**config.mk**
```make
export PLATFORM = sky130hd
export DESIGN_NAME = dijkstra_top
export DESIGN_NICKNAME = d
export VERILOG_FILES = /design/src/logic/dijkstra_pkg.sv /design/src/logic/dijkstra_top.sv /design/src/logic/graph_memory.sv /design/src/logic/host_regs.sv /design/src/logic/min_select_stage.sv /design/src/logic/node_state_memory.sv /design/src/logic/relax_stage.sv /design/src/logic/sssp_control.sv
export SDC_FILE = /design/constraint.sdc
export NUM_CORES = 2
export LEC_CHECK = 0
export ABC_AREA = 0
export BUFFER_PORTS_ARGS = -buffer_cell sky130_fd_sc_hd__buf_2
export CAP_MARGIN = 20
export CORE_MARGIN = 2
export CORE_UTILIZATION = 38
export DETAILED_ROUTE_END_ITERATION = 6
export MAX_ROUTING_LAYER = met4
export SLEW_MARGIN = 30
export SYNTH_ARGS = -nofsm -noshare
export SYNTH_HDL_FRONTEND = slang
export SYNTH_SLANG_ARGS = --single-unit
```
**constraint.sdc**
```tcl
create_clock -name clk -period 9.6 [get_ports clk]
set_input_delay 1.92 -clock clk [delete_from_list [all_inputs] [get_ports clk]]
set_output_delay 1.92 -clock clk [all_outputs]
set_load 0.02 [all_outputs]
```
**src/logic/dijkstra_pkg.sv**
```systemverilog
package dijkstra_pkg;

	// graph capacity
	localparam int MAX_NODES = 32;
	localparam int EDGES_PER_NODE = 4;
	localparam int SCAN_WIDTH = 4; // nodes per min-scan cycle

	typedef logic [4:0] node_t;
	typedef logic [5:0] weight_t;
	typedef logic [7:0] dist_t;
	typedef logic [10:0] edge_t; // {neighbour, weight}, weight 0 means no edge

	localparam dist_t DIST_INF = 8'd255;

	// edge entry offsets in a bus word
	localparam int EDGE_LO_POS = 0;
	localparam int EDGE_HI_POS = 15;

	// register map
	localparam logic [2:0] ADDR_NODE_COUNT = 3'd0;
	localparam logic [2:0] ADDR_EDGES_01 = 3'd1;
	localparam logic [2:0] ADDR_EDGES_23 = 3'd2;
	localparam logic [2:0] ADDR_START = 3'd3;
	localparam logic [2:0] ADDR_READ_NODE = 3'd4;

	typedef enum logic [2:0]
	{
		IDLE,
		CLEAR,
		RELAX,
		SELECT,
		FINISH
	} ctrl_state_t;

endpackage

```
**src/logic/dijkstra_top.sv**
```systemverilog
`timescale 1ns/100ps

module dijkstra_top (
	input  logic        clk,
	input  logic        rst_n,
	input  logic        chipselect,
	input  logic        write,
	input  logic [2:0]  address,
	input  logic [31:0] writedata,
	output logic [31:0] readdata
);

	// host side
	logic [5:0] node_count;
	dijkstra_pkg::node_t source, load_node, read_node;
	logic start, edge_we_lo, edge_we_hi;
	dijkstra_pkg::edge_t [1:0] edge_pair;
	dijkstra_pkg::edge_t [dijkstra_pkg::EDGES_PER_NODE-1:0] edges;
	logic busy, node_done;
	dijkstra_pkg::dist_t read_dist;
	dijkstra_pkg::node_t read_prev;
	logic read_visited;

	// controller and relax
	logic clear, visit_we, relax_start, relax_done;
	dijkstra_pkg::node_t visit_node, u;
	dijkstra_pkg::dist_t dist_u;
	dijkstra_pkg::node_t relax_node, relax_prev;
	logic relax_we, relax_visited;
	dijkstra_pkg::dist_t relax_dist, relax_dist_new;

	// min scan
	logic scan_start, scan_done, min_found;
	dijkstra_pkg::node_t min_node;
	dijkstra_pkg::dist_t min_dist;
	dijkstra_pkg::node_t [dijkstra_pkg::SCAN_WIDTH-1:0] scan_node;
	dijkstra_pkg::dist_t [dijkstra_pkg::SCAN_WIDTH-1:0] scan_dist;
	logic [dijkstra_pkg::SCAN_WIDTH-1:0] scan_visited;

	host_regs u_host_regs (
		.clk(clk), .rst_n(rst_n), .chipselect(chipselect), .write(write),
		.address(address), .writedata(writedata), .busy(busy), .node_done(node_done),
		.read_dist(read_dist), .read_prev(read_prev), .read_visited(read_visited),
		.node_count(node_count), .source(source), .start(start), .load_node(load_node),
		.edge_we_lo(edge_we_lo), .edge_we_hi(edge_we_hi), .edge_pair(edge_pair),
		.read_node(read_node), .readdata(readdata)
	);

	graph_memory u_graph_memory (
		.clk(clk), .rst_n(rst_n), .edge_we_lo(edge_we_lo), .edge_we_hi(edge_we_hi),
		.load_node(load_node), .edge_pair(edge_pair), .u(u), .edges(edges)
	);

	node_state_memory u_node_state_memory (
		.clk(clk), .rst_n(rst_n), .clear(clear), .source(source),
		.visit_we(visit_we), .visit_node(visit_node),
		.relax_node(relax_node), .relax_we(relax_we), .relax_dist_new(relax_dist_new),
		.relax_prev(relax_prev), .relax_dist(relax_dist), .relax_visited(relax_visited),
		.scan_node(scan_node), .scan_dist(scan_dist), .scan_visited(scan_visited),
		.read_node(read_node), .read_dist(read_dist), .read_prev(read_prev),
		.read_visited(read_visited)
	);

	relax_stage u_relax_stage (
		.clk(clk), .rst_n(rst_n), .relax_start(relax_start), .u(u), .dist_u(dist_u),
		.edges(edges), .relax_node(relax_node), .relax_we(relax_we),
		.relax_dist_new(relax_dist_new), .relax_prev(relax_prev), .relax_done(relax_done),
		.relax_dist(relax_dist), .relax_visited(relax_visited)
	);

	min_select_stage u_min_select_stage (
		.clk(clk), .rst_n(rst_n), .scan_start(scan_start), .node_count(node_count),
		.scan_node(scan_node), .scan_dist(scan_dist), .scan_visited(scan_visited),
		.scan_done(scan_done), .min_found(min_found), .min_node(min_node),
		.min_dist(min_dist)
	);

	sssp_control u_sssp_control (
		.clk(clk), .rst_n(rst_n), .start(start), .source(source), .clear(clear),
		.visit_we(visit_we), .visit_node(visit_node), .relax_start(relax_start),
		.u(u), .dist_u(dist_u), .relax_done(relax_done), .scan_start(scan_start),
		.scan_done(scan_done), .min_found(min_found), .min_node(min_node),
		.min_dist(min_dist), .busy(busy), .node_done(node_done)
	);

endmodule

```
**src/logic/graph_memory.sv**
```systemverilog
`timescale 1ns/100ps

module graph_memory (
	input  logic                                                 clk,
	input  logic                                                 rst_n,
	input  logic                                                 edge_we_lo,
	input  logic                                                 edge_we_hi,
	input  dijkstra_pkg::node_t                                  load_node,
	input  dijkstra_pkg::edge_t [1:0]                            edge_pair,
	input  dijkstra_pkg::node_t                                  u,
	output dijkstra_pkg::edge_t [dijkstra_pkg::EDGES_PER_NODE-1:0] edges
);

	dijkstra_pkg::edge_t [dijkstra_pkg::EDGES_PER_NODE-1:0] mem [dijkstra_pkg::MAX_NODES];

	always_ff @(posedge clk or negedge rst_n)
	begin
		if (!rst_n)
		begin
			for (int n = 0; n < dijkstra_pkg::MAX_NODES; n++)
				mem[n] <= '0; // every edge starts absent
		end
		else
		begin
			if (edge_we_lo)
			begin
				mem[load_node][0] <= edge_pair[0];
				mem[load_node][1] <= edge_pair[1];
			end
			if (edge_we_hi)
			begin
				mem[load_node][2] <= edge_pair[0];
				mem[load_node][3] <= edge_pair[1];
			end
		end
	end

	assign edges = mem[u]; // whole node at once

endmodule

```
**src/logic/host_regs.sv**
```systemverilog
`timescale 1ns/100ps

module host_regs (
	input  logic                         clk,
	input  logic                         rst_n,
	input  logic                         chipselect,
	input  logic                         write,
	input  logic [2:0]                   address,
	input  logic [31:0]                  writedata,
	input  logic                         busy,
	input  logic                         node_done,
	input  dijkstra_pkg::dist_t          read_dist,
	input  dijkstra_pkg::node_t          read_prev,
	input  logic                         read_visited,
	output logic [5:0]                   node_count,
	output dijkstra_pkg::node_t          source,
	output logic                         start,
	output dijkstra_pkg::node_t          load_node,
	output logic                         edge_we_lo,
	output logic                         edge_we_hi,
	output dijkstra_pkg::edge_t [1:0]    edge_pair,
	output dijkstra_pkg::node_t          read_node,
	output logic [31:0]                  readdata
);

	logic wr;
	logic cfg_wr; // graph and start writes, locked out while a run is busy

	assign wr = chipselect & write;
	assign cfg_wr = wr & ~busy;

	assign edge_we_lo = cfg_wr && (address == dijkstra_pkg::ADDR_EDGES_01);
	assign edge_we_hi = cfg_wr && (address == dijkstra_pkg::ADDR_EDGES_23);
	assign start = cfg_wr && (address == dijkstra_pkg::ADDR_START);

	assign edge_pair[0] = writedata[dijkstra_pkg::EDGE_LO_POS +: $bits(dijkstra_pkg::edge_t)];
	assign edge_pair[1] = writedata[dijkstra_pkg::EDGE_HI_POS +: $bits(dijkstra_pkg::edge_t)];

	always_ff @(posedge clk or negedge rst_n)
	begin
		if (!rst_n)
		begin
			node_count <= '0;
			load_node <= '0;
			source <= '0;
			read_node <= '0;
		end
		else
		begin
			if (cfg_wr && (address == dijkstra_pkg::ADDR_NODE_COUNT))
			begin
				node_count <= writedata[5:0];
				load_node <= '0; // restart graph load
			end
			if (edge_we_hi)
				load_node <= load_node + 5'd1; // second half done, next node
			if (start)
				source <= writedata[4:0];
			if (wr && (address == dijkstra_pkg::ADDR_READ_NODE))
				read_node <= writedata[4:0]; // allowed during a run
		end
	end

	// done, visited, predecessor, distance
	assign readdata = {node_done, 14'd0, read_visited, 3'd0, read_prev, read_dist};

endmodule

```
**src/logic/min_select_stage.sv**
```systemverilog
`timescale 1ns/100ps

module min_select_stage (
	input  logic                                              clk,
	input  logic                                              rst_n,
	input  logic                                              scan_start,
	input  logic [5:0]                                        node_count,
	output dijkstra_pkg::node_t [dijkstra_pkg::SCAN_WIDTH-1:0] scan_node,
	input  dijkstra_pkg::dist_t [dijkstra_pkg::SCAN_WIDTH-1:0] scan_dist,
	input  logic [dijkstra_pkg::SCAN_WIDTH-1:0]               scan_visited,
	output logic                                              scan_done,
	output logic                                              min_found,
	output dijkstra_pkg::node_t                               min_node,
	output dijkstra_pkg::dist_t                               min_dist
);

	logic issuing;
	logic [2:0] grp;
	logic a_valid, a_last; // stage A register state
	dijkstra_pkg::dist_t a_dist, grp_dist;
	dijkstra_pkg::node_t a_node, grp_node;

	always_comb
	begin
		for (int k = 0; k < dijkstra_pkg::SCAN_WIDTH; k++)
			scan_node[k] = dijkstra_pkg::node_t'(grp * dijkstra_pkg::SCAN_WIDTH + k);
	end

	// best of four, strict compare keeps the lowest index on ties
	always_comb
	begin
		grp_dist = dijkstra_pkg::DIST_INF;
		grp_node = scan_node[0];
		for (int k = 0; k < dijkstra_pkg::SCAN_WIDTH; k++)
		begin
			if (({1'b0, scan_node[k]} < node_count) && !scan_visited[k] &&
				(scan_dist[k] < grp_dist))
			begin
				grp_dist = scan_dist[k];
				grp_node = scan_node[k];
			end
		end
	end

	always_ff @(posedge clk or negedge rst_n)
	begin
		if (!rst_n)
		begin
			issuing <= 1'b0;
			grp <= '0;
			a_valid <= 1'b0;
			a_last <= 1'b0;
			scan_done <= 1'b0;
			min_dist <= dijkstra_pkg::DIST_INF;
			min_node <= '0;
		end
		else
		begin
			a_valid <= issuing;
			a_last <= issuing && (grp == 3'(dijkstra_pkg::MAX_NODES / dijkstra_pkg::SCAN_WIDTH - 1));
			scan_done <= a_valid && a_last; // last group merged
			if (scan_start)
			begin
				issuing <= 1'b1;
				grp <= '0;
			end
			else if (issuing)
			begin
				grp <= grp + 3'd1;
				if (grp == 3'(dijkstra_pkg::MAX_NODES / dijkstra_pkg::SCAN_WIDTH - 1))
					issuing <= 1'b0;
			end
			if (scan_start)
			begin
				min_dist <= dijkstra_pkg::DIST_INF;
				min_node <= '0;
			end
			else if (a_valid && (a_dist < min_dist)) // stage B merge
			begin
				min_dist <= a_dist;
				min_node <= a_node;
			end
		end
	end

	always_ff @(posedge clk)
	begin
		if (issuing)
		begin
			a_dist <= grp_dist;
			a_node <= grp_node;
		end
	end

	assign min_found = (min_dist != dijkstra_pkg::DIST_INF);

endmodule

```
**src/logic/node_state_memory.sv**
```systemverilog
`timescale 1ns/100ps

module node_state_memory (
	input  logic                                              clk,
	input  logic                                              rst_n,
	input  logic                                              clear,
	input  dijkstra_pkg::node_t                               source,
	input  logic                                              visit_we,
	input  dijkstra_pkg::node_t                               visit_node,
	input  dijkstra_pkg::node_t                               relax_node,
	input  logic                                              relax_we,
	input  dijkstra_pkg::dist_t                               relax_dist_new,
	input  dijkstra_pkg::node_t                               relax_prev,
	output dijkstra_pkg::dist_t                               relax_dist,
	output logic                                              relax_visited,
	input  dijkstra_pkg::node_t [dijkstra_pkg::SCAN_WIDTH-1:0] scan_node,
	output dijkstra_pkg::dist_t [dijkstra_pkg::SCAN_WIDTH-1:0] scan_dist,
	output logic [dijkstra_pkg::SCAN_WIDTH-1:0]               scan_visited,
	input  dijkstra_pkg::node_t                               read_node,
	output dijkstra_pkg::dist_t                               read_dist,
	output dijkstra_pkg::node_t                               read_prev,
	output logic                                              read_visited
);

	dijkstra_pkg::dist_t dist_mem [dijkstra_pkg::MAX_NODES];
	dijkstra_pkg::node_t prev_mem [dijkstra_pkg::MAX_NODES];
	logic [dijkstra_pkg::MAX_NODES-1:0] visited;

	// distance and visited flag
	always_ff @(posedge clk or negedge rst_n)
	begin
		if (!rst_n)
		begin
			for (int n = 0; n < dijkstra_pkg::MAX_NODES; n++)
				dist_mem[n] <= dijkstra_pkg::DIST_INF;
			visited <= '0;
		end
		else if (clear)
		begin
			for (int n = 0; n < dijkstra_pkg::MAX_NODES; n++)
				dist_mem[n] <= dijkstra_pkg::DIST_INF;
			dist_mem[source] <= '0; // overrides the loop for the source
			visited <= '0;
		end
		else
		begin
			if (relax_we)
				dist_mem[relax_node] <= relax_dist_new;
			if (visit_we)
				visited[visit_node] <= 1'b1;
		end
	end

	always_ff @(posedge clk)
	begin
		if (clear)
		begin
			for (int n = 0; n < dijkstra_pkg::MAX_NODES; n++)
				prev_mem[n] <= '0;
		end
		else if (relax_we)
			prev_mem[relax_node] <= relax_prev;
	end

	assign relax_dist = dist_mem[relax_node];
	assign relax_visited = visited[relax_node];

	always_comb
	begin
		for (int k = 0; k < dijkstra_pkg::SCAN_WIDTH; k++)
		begin
			scan_dist[k] = dist_mem[scan_node[k]];
			scan_visited[k] = visited[scan_node[k]];
		end
	end

	// host readout port
	assign read_dist = dist_mem[read_node];
	assign read_prev = prev_mem[read_node];
	assign read_visited = visited[read_node];

endmodule

```
**src/logic/relax_stage.sv**
```systemverilog
`timescale 1ns/100ps

module relax_stage (
	input  logic                                                 clk,
	input  logic                                                 rst_n,
	input  logic                                                 relax_start,
	input  dijkstra_pkg::node_t                                  u,
	input  dijkstra_pkg::dist_t                                  dist_u,
	input  dijkstra_pkg::edge_t [dijkstra_pkg::EDGES_PER_NODE-1:0] edges,
	output dijkstra_pkg::node_t                                  relax_node,
	output logic                                                 relax_we,
	output dijkstra_pkg::dist_t                                  relax_dist_new,
	output dijkstra_pkg::node_t                                  relax_prev,
	output logic                                                 relax_done,
	input  dijkstra_pkg::dist_t                                  relax_dist,
	input  logic                                                 relax_visited
);

	logic active;
	logic [1:0] edge_idx;
	dijkstra_pkg::edge_t cur_edge;
	dijkstra_pkg::weight_t cur_weight;
	logic [8:0] sum; // one bit of headroom for the saturation test

	always_ff @(posedge clk or negedge rst_n)
	begin
		if (!rst_n)
		begin
			active <= 1'b0;
			edge_idx <= '0;
		end
		else if (relax_start)
		begin
			active <= 1'b1;
			edge_idx <= '0;
		end
		else if (active)
		begin
			edge_idx <= edge_idx + 2'd1;
			if (edge_idx == 2'(dijkstra_pkg::EDGES_PER_NODE - 1))
				active <= 1'b0;
		end
	end

	assign cur_edge = edges[edge_idx];
	assign cur_weight = cur_edge[5:0];
	assign relax_node = cur_edge[10:6];

	assign sum = {1'b0, dist_u} + {3'd0, cur_weight};

	// unvisited, shorter than now, and still below infinity
	assign relax_we = active && (cur_weight != '0) && !relax_visited &&
		(sum < {1'b0, dijkstra_pkg::DIST_INF}) && (sum < {1'b0, relax_dist});
	assign relax_dist_new = sum[7:0];
	assign relax_prev = u;

	assign relax_done = active && (edge_idx == 2'(dijkstra_pkg::EDGES_PER_NODE - 1));

endmodule

```
**src/logic/sssp_control.sv**
```systemverilog
`timescale 1ns/100ps

module sssp_control (
	input  logic                clk,
	input  logic                rst_n,
	input  logic                start,
	input  dijkstra_pkg::node_t source,
	output logic                clear,
	output logic                visit_we,
	output dijkstra_pkg::node_t visit_node,
	output logic                relax_start,
	output dijkstra_pkg::node_t u,
	output dijkstra_pkg::dist_t dist_u,
	input  logic                relax_done,
	output logic                scan_start,
	input  logic                scan_done,
	input  logic                min_found,
	input  dijkstra_pkg::node_t min_node,
	input  dijkstra_pkg::dist_t min_dist,
	output logic                busy,
	output logic                node_done
);

	dijkstra_pkg::ctrl_state_t state;
	logic enter_relax; // first cycle of RELAX

	assign clear = (state == dijkstra_pkg::CLEAR);
	assign busy = (state != dijkstra_pkg::IDLE);

	// u is marked visited as its edges start
	assign visit_we = enter_relax;
	assign relax_start = enter_relax;
	assign visit_node = u;

	always_ff @(posedge clk or negedge rst_n)
	begin
		if (!rst_n)
		begin
			state <= dijkstra_pkg::IDLE;
			enter_relax <= 1'b0;
			scan_start <= 1'b0;
			node_done <= 1'b0;
			u <= '0;
			dist_u <= '0;
		end
		else
		begin
			enter_relax <= 1'b0;
			scan_start <= 1'b0;
			unique case (state)
				dijkstra_pkg::IDLE:
					if (start)
					begin
						node_done <= 1'b0;
						state <= dijkstra_pkg::CLEAR;
					end
				dijkstra_pkg::CLEAR:
				begin
					u <= source; // source register is settled by now
					dist_u <= '0;
					enter_relax <= 1'b1;
					state <= dijkstra_pkg::RELAX;
				end
				dijkstra_pkg::RELAX:
					if (relax_done)
					begin
						scan_start <= 1'b1;
						state <= dijkstra_pkg::SELECT;
					end
				dijkstra_pkg::SELECT:
					if (scan_done)
					begin
						if (min_found)
						begin
							u <= min_node;
							dist_u <= min_dist;
							enter_relax <= 1'b1;
							state <= dijkstra_pkg::RELAX;
						end
						else
							state <= dijkstra_pkg::FINISH; // nothing reachable left
					end
				dijkstra_pkg::FINISH:
				begin
					node_done <= 1'b1;
					state <= dijkstra_pkg::IDLE;
				end
				default:
					state <= dijkstra_pkg::IDLE;
			endcase
		end
	end

endmodule

```
==> qor.json <==
{
  "worst_hold_path": {
    "holdCritPathClass": "reg -> reg",
    "holdPathStages": 1,
    "hold-path-endpoint": "u_graph_memory.mem[239]$_DFFE_PN0P_",
    "min_from": "u_graph_memory.mem[239]$_DFFE_PN0P_"
  },
  "grt": {
    "grt_overflow": 0,
    "initial_antenna_violation_count": 12,
    "grt_use_total": 0.243,
    "maximum_number_of_pins_on_one_net_before_global_route_repair": 174,
    "first_global_vias": 64300,
    "grt_first_pass_wirelength_mm": 455
  },
  "timing": {
    "worst_pin_slew_ps": 1030,
    "final_period_minus_worst_setup_slack_ps": 8920,
    "post-route-period-util": 0.929,
    "finClkSkew_ps": 87.1,
    "setup_tns_ps": 0,
    "count_of_final_hold_check_violations": 0,
    "final_hold_slack_ps": 497,
    "slew_violations": 0,
    "grt_setup_unrepaired": "no",
    "relSlewSlack": 0.308,
    "max_freq_mhz": 112,
    "setup_violations": 0
  },
  "worst_setup_path": {
    "critical_path_class": "reg -> reg",
    "critical_path_arrival_ps": 9630,
    "rr_startpoint": "u_sssp_control.u[0]$_DFFE_PN0P_",
    "r2r_end": "u_node_state_memory.prev_mem[27][4]$_SDFFCE_PN0P_",
    "crit_required_ps": 10310,
    "critPathCaptureType": "flop",
    "critical_path_peak_fanout": 54,
    "worst_r2r_path_depth": 23,
    "crit_path_start_kind": "flop",
    "timing.reg2reg.setup_slack_ps": 680
  },
  "routing": {
    "finalWirelength_mm": 308,
    "drc_errors": 0,
    "post_drt_via_cell_ratio": 6.04,
    "detailedRoute.firstIterationViolations": 6014,
    "ant_nets": 0,
    "route.vias.total": 63900,
    "drt_pass1_iterations": 6,
    "post_drt_wl_per_cell_microns": 29.1
  },
  "clock_tree": {
    "clk_root_buffer_cell": "clkbuf_16",
    "insertion_delay_ps": 900,
    "post-cts-setup-buffer-count": 0,
    "cts.htree.levels": 4,
    "cts_resized": 0,
    "tritoncts_clock_tree": "done",
    "number_of_cts_inserted_buffers": 207,
    "cts_buffer_depth": 3,
    "clk_pin_slew_worst_paths_ps": 60,
    "cts-hold-fix-buffers": 0,
    "clkSinkCount": 1932
  },
  "final_layout": {
    "fillers": 23000,
    "post_route_cells_drive_above_1_share": 0.437,
    "area_delta_synth_final_pct": 11.8,
    "layout.nets": 7122
  },
  "flow_run": {
    "maximum_capacitance_violations": 0
  },
  "yosys": {
    "synth-main-ff-cell": "dfrtp_1",
    "synth-edff-count": 173,
    "synth_top_cell_area_share": 0.384,
    "synth_top_cell_by_area": "dfrtp_1",
    "synth_cell_types": 82,
    "asyncSetResetFlopFracSynth": 0.910,
    "synth_area_leaders": "dfrtp_1 38%, mux2_2 17%, mux4_2 13%",
    "post_synth_inst_count": 7177,
    "synth_warnings": 0,
    "syn-mean-instance-area_sq_um": 13.6,
    "synth_area_sq_mm": 0.0974,
    "seq_area_frac_synth": 0.509,
    "yosys_register_bits": 1932
  },
  "placed_design": {
    "numPortBuffers": 43,
    "detailed_place_hpwl_mm": 197,
    "place_congestion": 0.947
  },
  "power_and_ir_drop": {
    "power.density_cell_area_mw_per_mm2": 276,
    "power.leakage_nw": 48.6,
    "vdd.ir_drop.worst_mv": 0.406
  },
  "floorplanning": {
    "die_w_microns": 510,
    "initial_utilization": 0.383,
    "die_area_sq_mm": 0.260,
    "row_count": 185,
    "die_height_microns": 510,
    "core_sq_mm": 0.254,
    "io-pin-count": 71
  },
  "status": {
    "run_status": "finished clean"
  }
}
==> layer usage <==
| metal | wire length [microns] | track usage | vias up |
|---|---|---|---|
| met5 | 0 | - | - |
| met4 | 13400 | 0.0949 | 0 |
| met3 | 21100 | 0.0416 | 548 |
| met2 | 143000 | 0.369 | 2359 |
| met1 | 131000 | 0.326 | 34300 |
| li1 | - | - | 26700 |
==> synth_stat cells (all sizes together) (51+ instances only) <==
master / count
o21ai: 131
nor2: 228
dfrtp: 1495
a211oi: 71
ha: 51
mux2i: 228
nor3: 88
buf: 367
nand3: 538
mux2: 1475
o211ai: 269
clkbuf: 385
dfstp: 264
nand2: 284
nor2b: 69
edfxtp: 173
mux4: 551
a21oi: 160
==> kinds of logic (layout without fill, tap and decap cells) <==
logic type	after synthesis	in the layout	synth area share
AOI/OAI and AO/OA	796	796	0.0582
xor gates and xnor gates	8	8	0.000720
adders and majority gates	52	52	0.00676
buffers and inverters	798	804	0.0361
DFF	1932	1932	0.509
muxes	2254	2254	0.322
other	1	28	0.0000385
and+or+nand+nor	1336	1336	0.0678
==> state kept, by name, indices dropped and copies added, names as in the netlist, 6 cells and up <==
signal                        flops
u_node_state_memory.prev_mem    160
u_sssp_control.dist_u             8
u_min_select_stage.a_dist         8
u_host_regs.node_count            6
u_min_select_stage.min_dist       8
u_node_state_memory.dist_mem    256
u_node_state_memory.visited      32
u_graph_memory.mem             1408
==> per-stage QoR <==
stage / worst slack [ps] / instances / power [mW] / instance area (sq um) / util
global placement: 690 / 10200 / 21.7 / 101000 / 0.399
global route: 277 / 10600 / 31.4 / 109000 / 0.428
detailed placement: 682 / 10200 / 21.8 / 102000 / 0.399
floorplan: 2060 / 7193 / 17.6 / 97400 / -
finish: 681 / 10600 / 30.1 / 109000 / 0.428
CTS: 706 / 10600 / 30.1 / 109000 / 0.427
==> critical path, cell delays in order (launching register included) <==
cell and delay, ps:
dfrtp_4 870, buf_12 330, buf_12 300, mux4_2 540, nand2_1 170, a21oi_1 170
or4_1 640, a32oi_4 360, buf_12 220, buf_12 290, mux2i_1 120, a21oi_1 440
o22ai_1 130, or4_1 700, ha_1 380, a21o_1 160, a21oi_1 170, nor2_1 60
a2111oi_0 390, o211ai_1 340, or4b_4 780, nor3_4 400, nand3_1 400, nor3_1 280
==> report_power, final <==
part	internal [mW]	total, mW	switching (mW)
clock	4.79	8.30	3.52
combinational	4.30	11.1	6.75
sequential	9.60	10.7	1.14
total	18.7	30.1	11.4
==> worst max-delay path by stage <==
stage | from | depth (start not counted) | slack (ps) | end
5_1_grt | u_sssp_control.u[0]$_DFFE_PN0P_ | 26 | 280 | u_node_state_memory.prev_mem[24][4]$_SDFFCE_PN0P_
2_1_floorplan | u_sssp_control.u[0]$_DFFE_PN0P_ | 30 | 2060 | u_node_state_memory.prev_mem[28][0]$_SDFFCE_PN0P_
6_report | u_sssp_control.u[0]$_DFFE_PN0P_ | 23 | 680 | u_node_state_memory.prev_mem[27][4]$_SDFFCE_PN0P_
3_3_place_gp | u_sssp_control.u[0]$_DFFE_PN0P_ | 23 | 690 | u_node_state_memory.prev_mem[24][4]$_SDFFCE_PN0P_
3_5_place_dp | u_sssp_control.u[0]$_DFFE_PN0P_ | 23 | 680 | u_node_state_memory.prev_mem[27][4]$_SDFFCE_PN0P_
4_1_cts | u_sssp_control.u[0]$_DFFE_PN0P_ | 23 | 710 | u_node_state_memory.prev_mem[27][4]$_SDFFCE_PN0P_
==> cell type report <==
cell class              instances  area [sq um]  area share
clock inverters                80          1120      0.0103
diodes                         11          27.5    0.000253
well taps                    3366          4210      0.0387
inverters                      46           175     0.00161
multi-input cells            4463         44500       0.409
repair buffers                381          3360      0.0308
clock buffers                 297          5920      0.0544
flip-flops and latches       1932         49600       0.455
==> cell usage in the layout (no fill, tap or decap), types with 50 or more instances in the layout <==
| cell type | netlist | final |
|---|---|---|
| buf_4 | 65 | 296 |
| o211ai_2 | 64 | 64 |
| a21oi_1 | 160 | 160 |
| o21ai_0 | 94 | 93 |
| clkbuf_1 | 385 | 50 |
| nand2_1 | 284 | 278 |
| clkbuf_16 | 0 | 207 |
| o211ai_1 | 205 | 205 |
| mux2_2 | 1472 | 1472 |
| nor2b_1 | 69 | 69 |
| nor2_1 | 223 | 214 |
| mux4_2 | 551 | 551 |
| nand3_1 | 538 | 538 |
| ha_1 | 51 | 51 |
| mux2i_1 | 228 | 228 |
| a211oi_1 | 70 | 70 |
| edfxtp_1 | 173 | 173 |
| nor3_1 | 71 | 68 |
| dfrtp_1 | 1495 | 1483 |
| dfstp_2 | 264 | 264 |
Note: power is estimated with default switching activity, not from simulation.
